===== config.mk =====
export PLATFORM = sky130hd
export DESIGN_NAME = game_board
export DESIGN_NICKNAME = d
export VERILOG_FILES = /design/src/rtl/board_pkg.sv /design/src/rtl/input_sync.sv /design/src/rtl/board_ctrl.sv /design/src/rtl/joy_mapper.sv /design/src/rtl/dip_decode.sv /design/src/rtl/video_expand.sv /design/src/rtl/game_board.sv
export VERILOG_INCLUDE_DIRS = /design/src /design/src/rtl
export SDC_FILE = /design/constraint.sdc
export NUM_CORES = 1
export LEC_CHECK = 0
export ABC_AREA = 0
export BUFFER_PORTS_ARGS = -buffer_cell sky130_fd_sc_hd__buf_2
export CORE_ASPECT_RATIO = 0.8
export CORE_UTILIZATION = 40
export DETAILED_ROUTE_END_ITERATION = 10
export GPL_TIMING_DRIVEN = 0
export MAX_ROUTING_LAYER = met4
export SLEW_MARGIN = 20
export SYNTH_ARGS = -nofsm -noshare
export SYNTH_HDL_FRONTEND = slang
export SYNTH_HIERARCHICAL = 1
export SYNTH_SLANG_ARGS = --single-unit
export TNS_END_PERCENT = 20

===== constraint.sdc =====
create_clock -name clk_sys -period 1.5 [get_ports clk_sys]
set_input_delay 0.3 -clock clk_sys [delete_from_list [all_inputs] [get_ports clk_sys]]
set_output_delay 0.3 -clock clk_sys [all_outputs]
set_load 0.05 [all_outputs]

===== src/rtl/board_cfg.svh =====
// Game board configuration
// Widths, joystick bit positions, reset countdown length and input polarity

`ifndef BOARD_CFG_SVH
`define BOARD_CFG_SVH

// Joystick and colour widths
`define BOARD_JOY_W         16
`define BOARD_GAME_JOY_W    10
`define BOARD_COLOR_W       4

// Set to 1 for games with a third fire button
`define BOARD_THREE_BUTTONS 0

`define BOARD_START1_BIT    (6 + `BOARD_THREE_BUTTONS)
`define BOARD_START2_BIT    (7 + `BOARD_THREE_BUTTONS)
`define BOARD_COIN_BIT      (8 + `BOARD_THREE_BUTTONS)
`define BOARD_PAUSE_BIT     (9 + `BOARD_THREE_BUTTONS)

// Game inputs are active low on most boards
`define BOARD_ACTIVE_LOW    1

// Game reset countdown, all ones is 15 cycles
`define BOARD_GAME_RST_W    4

`define BOARD_GFX_LAYERS    4

`endif


===== src/rtl/board_pkg.sv =====
// Game board types
// Packed structs for keys, joysticks, game inputs, DIP settings and video

`default_nettype none

`include "board_cfg.svh"

package board_pkg;

    typedef struct packed {
        logic [`BOARD_GAME_JOY_W-1:0] joy1;
        logic [`BOARD_GAME_JOY_W-1:0] joy2;
        logic [1:0]                   start;
        logic [1:0]                   coin;
        logic                         reset;   // Soft reset key
        logic                         pause;
        logic                         service;
        logic [`BOARD_GFX_LAYERS-1:0] gfx;
    } key_bus_t;

    // Raw board joysticks
    typedef struct packed {
        logic [`BOARD_JOY_W-1:0] joy1;
        logic [`BOARD_JOY_W-1:0] joy2;
    } joy_pair_t;

    typedef struct packed {
        logic [`BOARD_GAME_JOY_W-1:0] joystick1;
        logic [`BOARD_GAME_JOY_W-1:0] joystick2;
        logic [1:0]                   coin;
        logic [1:0]                   start;
        logic                         service;
    } game_in_t;

    typedef struct packed {
        logic       rot_control;
        logic       flip;
        logic [1:0] fxlevel;
        logic       test;
        logic       dip_pause;   // Low when paused
        logic       enable_fm;
        logic       enable_psg;
        logic       spare;
    } dip_cfg_t;

    typedef struct packed {
        logic [`BOARD_COLOR_W-1:0] r;
        logic [`BOARD_COLOR_W-1:0] g;
        logic [`BOARD_COLOR_W-1:0] b;
        logic                      lhbl;
        logic                      lvbl;
        logic                      hs;
        logic                      vs;
    } game_video_t;

    typedef struct packed {
        logic [7:0] r;
        logic [7:0] g;
        logic [7:0] b;
        logic       de;
        logic       hs;
        logic       vs;
    } out_video_t;

endpackage

`default_nettype wire


===== src/rtl/input_sync.sv =====
// Input register with rising-edge detection
// Works on any packed payload type

`timescale 1ns/100ps
`default_nettype none

module input_sync #(
    parameter type sig_t = logic [7:0]
) (
    input  wire  clk_sys,
    input  wire  rst,
    input  wire  sig_t d,
    output sig_t q,
    output sig_t rise
);

    // q holds the last sampled value, so d & ~q marks new ones
    always_ff @(posedge clk_sys) begin
        if (rst) begin
            q    <= sig_t'('0);
            rise <= sig_t'('0);
        end else begin
            q    <= d;
            rise <= sig_t'(d & ~q);
        end
    end

    // A pulse can only sit on a bit that is now high
    a_rise_on_high: assert property (
        @(posedge clk_sys) disable iff (rst)
        (rise & ~q) == '0
    );

endmodule

`default_nettype wire


===== src/rtl/board_ctrl.sv =====
// Board control
// Game reset sequencing, soft reset, pause toggle and graphics layer toggles

`timescale 1ns/100ps
`default_nettype none

`include "board_cfg.svh"

module board_ctrl (
    input  wire                          clk_sys,
    input  wire                          rst,
    input  wire                          rst_req,
    input  wire                          downloading,
    input  wire board_pkg::key_bus_t     key_rise,
    input  wire                          joy_pause_rise,
    input  wire                          flip,
    output logic                         game_rst,
    output logic                         game_rst_n,
    output logic                         game_pause,
    output logic [`BOARD_GFX_LAYERS-1:0] gfx_en
);

    localparam int CNT_W = `BOARD_GAME_RST_W;
    localparam logic [CNT_W-1:0] CNT_LAST = {CNT_W{1'b1}};
    localparam logic [CNT_W-1:0] CNT_PREV = CNT_LAST - 1'b1;

    logic             flip_q;
    logic             flip_chg;
    logic             rst_trig;
    logic [CNT_W-1:0] rst_cnt;
    logic             pre_rst_n;

    // A flip change needs a fresh game start
    assign flip_chg = flip != flip_q;
    assign rst_trig = rst | rst_req | downloading | key_rise.reset | flip_chg;

    always_ff @(posedge clk_sys) begin
        if (rst)
            flip_q <= 1'b0;
        else
            flip_q <= flip;
    end

    // Countdown restarts on every trigger
    always_ff @(posedge clk_sys) begin
        if (rst_trig) begin
            rst_cnt  <= '0;
            game_rst <= 1'b1;
        end else if (rst_cnt != CNT_LAST) begin
            rst_cnt  <= rst_cnt + 1'b1;
            game_rst <= rst_cnt != CNT_PREV;   // Drops as the count hits its end
        end else begin
            game_rst <= 1'b0;
        end
    end

    // Two-stage release, dropped together with game_rst
    always_ff @(posedge clk_sys) begin
        if (rst_trig || game_rst) begin
            pre_rst_n  <= 1'b0;
            game_rst_n <= 1'b0;
        end else begin
            pre_rst_n  <= 1'b1;
            game_rst_n <= pre_rst_n;
        end
    end

    // Pause from keyboard or either joystick
    always_ff @(posedge clk_sys) begin
        if (rst)
            game_pause <= 1'b0;
        else if (key_rise.pause || joy_pause_rise)
            game_pause <= ~game_pause;
    end

    always_ff @(posedge clk_sys) begin
        if (rst)
            gfx_en <= '1;   // All layers on
        else
            gfx_en <= gfx_en ^ key_rise.gfx;
    end

    a_rst_holds_game: assert property (
        @(posedge clk_sys) rst |=> game_rst
    );

    // Release only once the countdown is over
    a_rst_n_exclusive: assert property (
        @(posedge clk_sys) disable iff (rst)
        !(game_rst && game_rst_n)
    );

endmodule

`default_nettype wire


===== src/rtl/joy_mapper.sv =====
// Joystick mapper
// Merges board joysticks with keys, applies rotation and input polarity

`timescale 1ns/100ps
`default_nettype none

`include "board_cfg.svh"

module joy_mapper (
    input  wire                       clk_sys,
    input  wire                       rst,
    input  wire board_pkg::joy_pair_t joy,
    input  wire board_pkg::key_bus_t  keys,
    input  wire                       rot_control,
    output board_pkg::game_in_t       game_in
);

    localparam int JW   = `BOARD_GAME_JOY_W;
    localparam int IN_W = $bits(board_pkg::game_in_t);
    localparam logic INV = 1'(`BOARD_ACTIVE_LOW);

    board_pkg::game_in_t mapped;

    // Rotated screen swaps the direction bits, buttons stay put
    function automatic logic [JW-1:0] rotate_dirs(
        input logic [JW-1:0] j,
        input logic          rot
    );
        if (rot)
            return {j[JW-1:4], j[0], j[1], j[3], j[2]};
        else
            return j;
    endfunction

    always_comb begin
        mapped.joystick1 = rotate_dirs(joy.joy1[JW-1:0] | keys.joy1, rot_control);
        mapped.joystick2 = rotate_dirs(joy.joy2[JW-1:0] | keys.joy2, rot_control);
        mapped.coin      = {joy.joy2[`BOARD_COIN_BIT], joy.joy1[`BOARD_COIN_BIT]} | keys.coin;
        // Either player's joystick can start either player
        mapped.start     = {joy.joy1[`BOARD_START2_BIT] | joy.joy2[`BOARD_START2_BIT],
                            joy.joy1[`BOARD_START1_BIT] | joy.joy2[`BOARD_START1_BIT]}
                           | keys.start;
        mapped.service   = keys.service;
    end

    always_ff @(posedge clk_sys) begin
        if (rst)
            game_in <= board_pkg::game_in_t'({IN_W{INV}});   // Everything released
        else
            game_in <= board_pkg::game_in_t'(mapped ^ {IN_W{INV}});
    end

endmodule

`default_nettype wire


===== src/rtl/dip_decode.sv =====
// DIP decoder
// Turns the OSD status word into registered DIP settings

`timescale 1ns/100ps
`default_nettype none

module dip_decode (
    input  wire                 clk_sys,
    input  wire                 rst,
    input  wire  [31:0]         status,
    input  wire                 game_pause,
    output board_pkg::dip_cfg_t dip
);

    always_ff @(posedge clk_sys) begin
        if (rst) begin
            dip            <= '0;
            dip.dip_pause  <= 1'b1;   // Running
            dip.enable_fm  <= 1'b1;
            dip.enable_psg <= 1'b1;
        end else begin
            dip.rot_control <= status[2];
            dip.flip        <= status[3];
            dip.fxlevel     <= status[5:4];
            dip.test        <= status[6];
            // OSD pause or the game pause toggle both stop the game
            dip.dip_pause   <= ~(status[7] | game_pause);
            dip.enable_fm   <= ~status[8];   // Sound chips on by default
            dip.enable_psg  <= ~status[9];
            dip.spare       <= 1'b0;
        end
    end

endmodule

`default_nettype wire


===== src/rtl/video_expand.sv =====
// Video widening
// Expands game colour to 8 bits per channel and forms data enable on pxl_cen

`timescale 1ns/100ps
`default_nettype none

`include "board_cfg.svh"

module video_expand (
    input  wire                         clk_sys,
    input  wire                         rst,
    input  wire                         pxl_cen,
    input  wire board_pkg::game_video_t vin,
    output board_pkg::out_video_t       vout
);

    localparam int CW  = `BOARD_COLOR_W;
    localparam int REP = (8 + CW - 1) / CW;   // Copies needed to fill 8 bits

    logic [7:0] r_q;
    logic [7:0] g_q;
    logic [7:0] b_q;
    logic       de_q;
    logic       hs_q;
    logic       vs_q;

    // Repeat the channel so full scale maps to 8'hff
    function automatic logic [7:0] widen(input logic [CW-1:0] c);
        logic [REP*CW-1:0] rep;
        rep = {REP{c}};
        return rep[REP*CW-1 -: 8];
    endfunction

    always_ff @(posedge clk_sys) begin
        if (pxl_cen) begin
            r_q <= widen(vin.r);
            g_q <= widen(vin.g);
            b_q <= widen(vin.b);
        end
    end

    always_ff @(posedge clk_sys) begin
        if (rst) begin
            de_q <= 1'b0;
            hs_q <= 1'b0;
            vs_q <= 1'b0;
        end else if (pxl_cen) begin
            de_q <= vin.lhbl & vin.lvbl;   // Both blanks inactive
            hs_q <= vin.hs;
            vs_q <= vin.vs;
        end
    end

    assign vout = '{r: r_q, g: g_q, b: b_q, de: de_q, hs: hs_q, vs: vs_q};

    // A blanked pixel must never show as active
    a_de_blank: assert property (
        @(posedge clk_sys) disable iff (rst)
        pxl_cen && !(vin.lhbl && vin.lvbl) |=> !vout.de
    );

endmodule

`default_nettype wire


===== src/rtl/game_board.sv =====
// Arcade game board core
// Input sync, reset sequencing, joystick mapping, DIP decoding and video widening

`timescale 1ns/100ps
`default_nettype none

`include "board_cfg.svh"

module game_board (
    input  wire                          clk_sys,
    input  wire                          rst,
    input  wire                          rst_req,
    input  wire                          downloading,
    input  wire board_pkg::joy_pair_t    board_joy,
    input  wire board_pkg::key_bus_t     key_in,
    input  wire  [31:0]                  status,
    input  wire                          pxl_cen,
    input  wire board_pkg::game_video_t  game_video,
    output logic                         game_rst,
    output logic                         game_rst_n,
    output board_pkg::game_in_t          game_in,
    output logic                         game_pause,
    output logic [`BOARD_GFX_LAYERS-1:0] gfx_en,
    output board_pkg::dip_cfg_t          dip,
    output board_pkg::out_video_t        out_video
);

    board_pkg::joy_pair_t joy_q;
    board_pkg::joy_pair_t joy_rise;
    board_pkg::key_bus_t  key_q;
    board_pkg::key_bus_t  key_rise;

    input_sync #(.sig_t(board_pkg::joy_pair_t)) u_joy_sync (
        .clk_sys (clk_sys),
        .rst     (rst),
        .d       (board_joy),
        .q       (joy_q),
        .rise    (joy_rise)
    );

    input_sync #(.sig_t(board_pkg::key_bus_t)) u_key_sync (
        .clk_sys (clk_sys),
        .rst     (rst),
        .d       (key_in),
        .q       (key_q),
        .rise    (key_rise)
    );

    board_ctrl u_ctrl (
        .clk_sys        (clk_sys),
        .rst            (rst),
        .rst_req        (rst_req),
        .downloading    (downloading),
        .key_rise       (key_rise),
        // Pause button on either joystick
        .joy_pause_rise (joy_rise.joy1[`BOARD_PAUSE_BIT] | joy_rise.joy2[`BOARD_PAUSE_BIT]),
        .flip           (dip.flip),
        .game_rst       (game_rst),
        .game_rst_n     (game_rst_n),
        .game_pause     (game_pause),
        .gfx_en         (gfx_en)
    );

    joy_mapper u_joy_map (
        .clk_sys     (clk_sys),
        .rst         (rst),
        .joy         (joy_q),
        .keys        (key_q),
        .rot_control (dip.rot_control),
        .game_in     (game_in)
    );

    dip_decode u_dip (
        .clk_sys    (clk_sys),
        .rst        (rst),
        .status     (status),
        .game_pause (game_pause),
        .dip        (dip)
    );

    video_expand u_video (
        .clk_sys (clk_sys),
        .rst     (rst),
        .pxl_cen (pxl_cen),
        .vin     (game_video),
        .vout    (out_video)
    );

endmodule

`default_nettype wire


# Yosys cells after proc, flatten, opt, wreduce, memory -nomap -nowiden
# Cells that the tools add are included.
# W data, S select, Z words.
[word_totals]
ff_bits = 156
input_bits = 116
output_inout_bits = 68
elab_cells = 73
[classes]
add_sub_neg = 1
eq_ne = 3
mux = 4
n_bitwise = 23
n_reduce_logical = 2
[ops]
columns = ["cell", "n"]
rows = [
  ["$and A26 B26 Y26", 1],
  ["$not A26 Y26", 1],
  ["$not A25 Y25", 1],
  ["$or A10 B10 Y10", 2],
  ["$mux W4", 2],
  ["$ne A4 B4 Y1 const B", 2],
  ["$or A1 B1 Y1", 8],
  ["$and A7 B7 Y7", 1],
  ["$not A7 Y7", 1],
  ["$add A4 B1 Y4 const B", 1],
  ["$not A1 Y1", 4],
  ["$or A2 B2 Y2", 2],
  ["$xor A4 B4 Y4", 1],
  ["$logic_or A1 B1 Y1", 2],
  ["$mux W1", 2],
  ["$and A1 B1 Y1", 1],
  ["$ne A1 B1 Y1", 1],
]

# Depth between registers and ports, before layout
[logic_depth]
depth_word = 6
mapped_depth = 4
depth_no_buf = 4

# Cells and area by module
# Netlist, hierarchy kept.
[by_module_without_submodules]
columns = ["module", "instances", "cells_per_inst", "area_each_um2", "seq_area_each_um2"]
rows = [
  ["input_sync (u_joy_sync)", 1, 135, 1948.1, 1281.2],
  ["input_sync (u_key_sync)", 1, 131, 1885.6, 1241.2],
  ["joy_mapper", 1, 64, 769.5, 500.5],
  ["video_expand", 1, 37, 576.8, 420.4],
  ["board_ctrl", 1, 49, 493.0, 260.2],
  ["dip_decode", 1, 18, 222.7, 160.2],
  ["game_board", 1, 1, 6.3, 0.0],
]

# Least setup slack after synthesis
# Ideal clock, no wire load.
[synth_timing]
path_kind = "flip-flop to flip-flop"
startpoint = "reg, netlist name u_dip/dip[7]"
endpoint = "reg u_ctrl.game_rst"
arrival_time_ps = 1295
required_time_ps = 1373
path_slack_ps = 78
path_stages_with_launch = 4
path_buffers = 0
synth_period_minus_slack_ps = 1422
path_cell_list = "dfxtp_1 -> xnor2_1 -> nand2_2 -> or3_1"
[synth_via]
elab_chain_len = 2
[synth_lines]
columns = ["element", "line", "rtl"]
rows = [
  ["$ne A1 B1 Y1", "board_ctrl.sv:34", "assign flip_chg = flip != flip_q;"],
  ["$or A1 B1 Y1", "board_ctrl.sv:35", "assign rst_trig = rst | rst_req | downloading | key_rise.reset | flip_chg;"],
  ["to (signal assigned)", "board_ctrl.sv:48", "game_rst <= 1'b1;"],
  ["to (signal assigned)", "board_ctrl.sv:51", "game_rst <= rst_cnt != CNT_PREV;"],
  ["to (signal assigned)", "board_ctrl.sv:53", "game_rst <= 1'b0;"],
  ["to (decl)", "board_ctrl.sv:17", "output logic game_rst,"],
]
# Every way passes these cells.
# A chain may end at the register's enable or synchronous reset.

# Final worst setup path
[layout_timing]
startpoint = "reg u_video.r_q[5]"
endpoint = "out out_video[24] in the netlist's numbering"
[layout_rtl]
columns = ["element", "line", "rtl"]
rows = [
  ["from (decl)", "video_expand.sv:20", "logic [7:0] r_q;"],
  ["from (signal assigned)", "video_expand.sv:36", "r_q <= widen(vin.r);"],
  ["to (decl)", "game_board.sv:25", "output board_pkg::out_video_t out_video"],
]
# No word-level cell between the ends.

==> impl_metrics.toml <==
[outcome]
status = "finished clean"

[cts]
clk_pin_slew_ns = 0.05
cts_buffers = 17
cts-root-buf = "clkbuf_16"
cts.sinks = 120
htree_levels = 4
post_cts.repair.setup_buffers = 0
cts_resized = 0
clockBufferDepth = 2
insertion_delay_ns = 0.40
cts_tree = "yes"
cts_hold_buf = 0

[sta]
rsz0062_at_grt = "no"
fin_crit_ns = 1.43
slew_viol_final = 0
hold_ws_ns = 0.0669
finalHoldViolCount = 0
relSlewSlack_pct = 60.0
setup_viol = 0
fin_skew_ns = 0.00547
tightest_slew_ns = 0.600
fmax_mhz = 699
fin_crit_sh_pct = 95.4

[setup_path]
crit_chain = "buf_4, buf_4"
crit_path_start_kind = "register"
slowest_delay_ns = 0.41
worstPathMaxFanout = 2
end_kind = "primary output"
slowest_stage = "edfxtp_1"
critPathArrivalTime_ns = 1.13
crit_path_frequent_cell = "buf_4"
required_ns = 1.20
crit_type = "reg -> out"

[floorplan]
die_x_um = 111
dieArea_mm2 = 0.00983
die-height_um = 88.9
start_util_pct = 41.4
core.rowCount = 31
coreArea_mm2 = 0.00911
io_pins = 184

[route]
drtAntennaViolNets = 0
drt-initial-drc-count = 67
wirelength_um = 7200
viasPerCell = 4.24
dr.pass1.iters = 4
num_vias = 2512
wl_per_cell_um = 12.2
drc_errors = 0

[logic_synthesis]
syn_inst = 299
synth_warnings = 6
netlist_area_mm2 = 0.00377
avgSynthCellArea_um2 = 12.6
syn-num-nets = 417

[global_route]
antenna_found_initial = 0
grtUsageMet1_pct = 18.8
use_met3_pct = 7.53
grt_pass1_vias = 2424
grt_max_degree = 31
grt_util_all_layers_pct = 16.2
top_usage_layer = "met2"
grtUsageMet2_pct = 24.2
gr-total-overflow = 0
grt_pass1_wl_um = 11500

[cells_and_area]
seq_area_mm2 = 0.00252
postLayoutCoreUtil_pct = 58.5
final_nets = 582
syn2layout_area_growth_pct = 41.3
multi_input_area_mm2 = 0.00101
drive_above_1_share_pct = 47.0
antenna_cells = 0
fillers = 777

[power_and_ir_drop]
powerDensity_mw_per_mm2 = 1690
p_leak_uw = 0.00242
peakVddDrop_mv = 1.01

[placed_design]
buffer_ports.inserted = 146
hpwl_um = 5080
gp_congestion = 0.683

[flow_run]
max_cap_viol_count = 0

[worst_hold_path]
hold_path_class = "in -> reg"
[critical path, delay by kind of cell, from the launching register on]
kind / cells / cell delay, ns
flip-flops: 1 / 0.41
buffers and inverters: 2 / 0.33
[final cells by class]
cell class	count	area share, %
flip-flops and latches	120	47.3
multi-input cells	148	18.9
well taps	115	2.70
plain buffers	30	4.53
inverters	1	0.0704
clock buffers	27	10.4
clock inverters	5	2.35
repair buffers	146	13.7
[placed cells by master, fill, tap and decap left out, types with 10 or more instances in the layout]
cell / count
edfxtp_1: 12
nor2_1: 11
clkbuf_16: 19
or2_2: 10
buf_2: 149
nor2b_1: 58
buf_4: 18
dfxtp_1: 108
o21bai_1: 15
[per-stage QoR]
step / cells / cell area (µm²) / power, µW / setup WS, ns / setup TNS, ns
2_1_floorplan: 299 / 3770 / 4260 / 0.0782 / 0
3_3_place_gp: 560 / 4650 / 4540 / -0.147 / -0.337
3_5_place_dp: 560 / 4650 / 4550 / -0.147 / -0.581
4_1_cts: 592 / 5330 / 9120 / 0.0173 / 0
5_1_grt: 592 / 5330 / 9370 / 0.00682 / 0
6_report: 592 / 5330 / 9000 / 0.0684 / 0
[per-layer routing]
| layer | up-vias | share of wire [%] | wire, µm |
|---|---|---|---|
| li1 | 1285 | - | - |
| met1 | 1106 | 47 | 3360 |
| met2 | 117 | 45 | 3210 |
| met3 | 4 | 7.9 | 571 |
| met4 | 0 | 0.82 | 59 |
| met5 | - | 0 | 0 |
[state kept, by name, indices dropped and copies added, names as in the netlist, 2 cells and up]
| signal | cells |
|---|---|
| u_key_sync/q | 31 |
| u_joy_map/game_in | 25 |
| u_joy_sync/q | 20 |
| u_dip/dip | 8 |
| u_key_sync/rise | 6 |
| u_ctrl/gfx_en | 4 |
| u_ctrl/rst_cnt | 4 |
| u_video/b_q | 4 |
| u_video/g_q | 4 |
| u_video/r_q | 4 |
| u_joy_sync/rise | 2 |
[path summary, 6_finish.rpt]
path	startpoint	end	slack (ns)	cells past startpoint
worst max-delay path	u_video/r_q[5]$_DFFE_PP_	out_video[24]	0.07	2
worst min-delay path	status[8]	u_dip/dip[2]$_SDFF_PP1_	0.07	2
worst max register to register	u_ctrl/rst_cnt[0]$_SDFFE_PP0P_	u_ctrl/rst_cnt[1]$_SDFFE_PP0P_	0.31	3
worst min register to register	u_key_sync/q[4]$_SDFF_PP0_	u_joy_map/game_in[0]$_SDFF_PP1_	0.38	1
[where the power goes]
part / leakage (µW) / internal, µW / total (µW) / switching, µW
combinational: 0.00107 / 327 / 975 / 648
clock: 0.000334 / 3200 / 4520 / 1320
sequential: 0.00101 / 3440 / 3500 / 66.4
total: 0.00242 / 6970 / 9000 / 2030
Note: power is estimated with default switching activity, not from simulation.
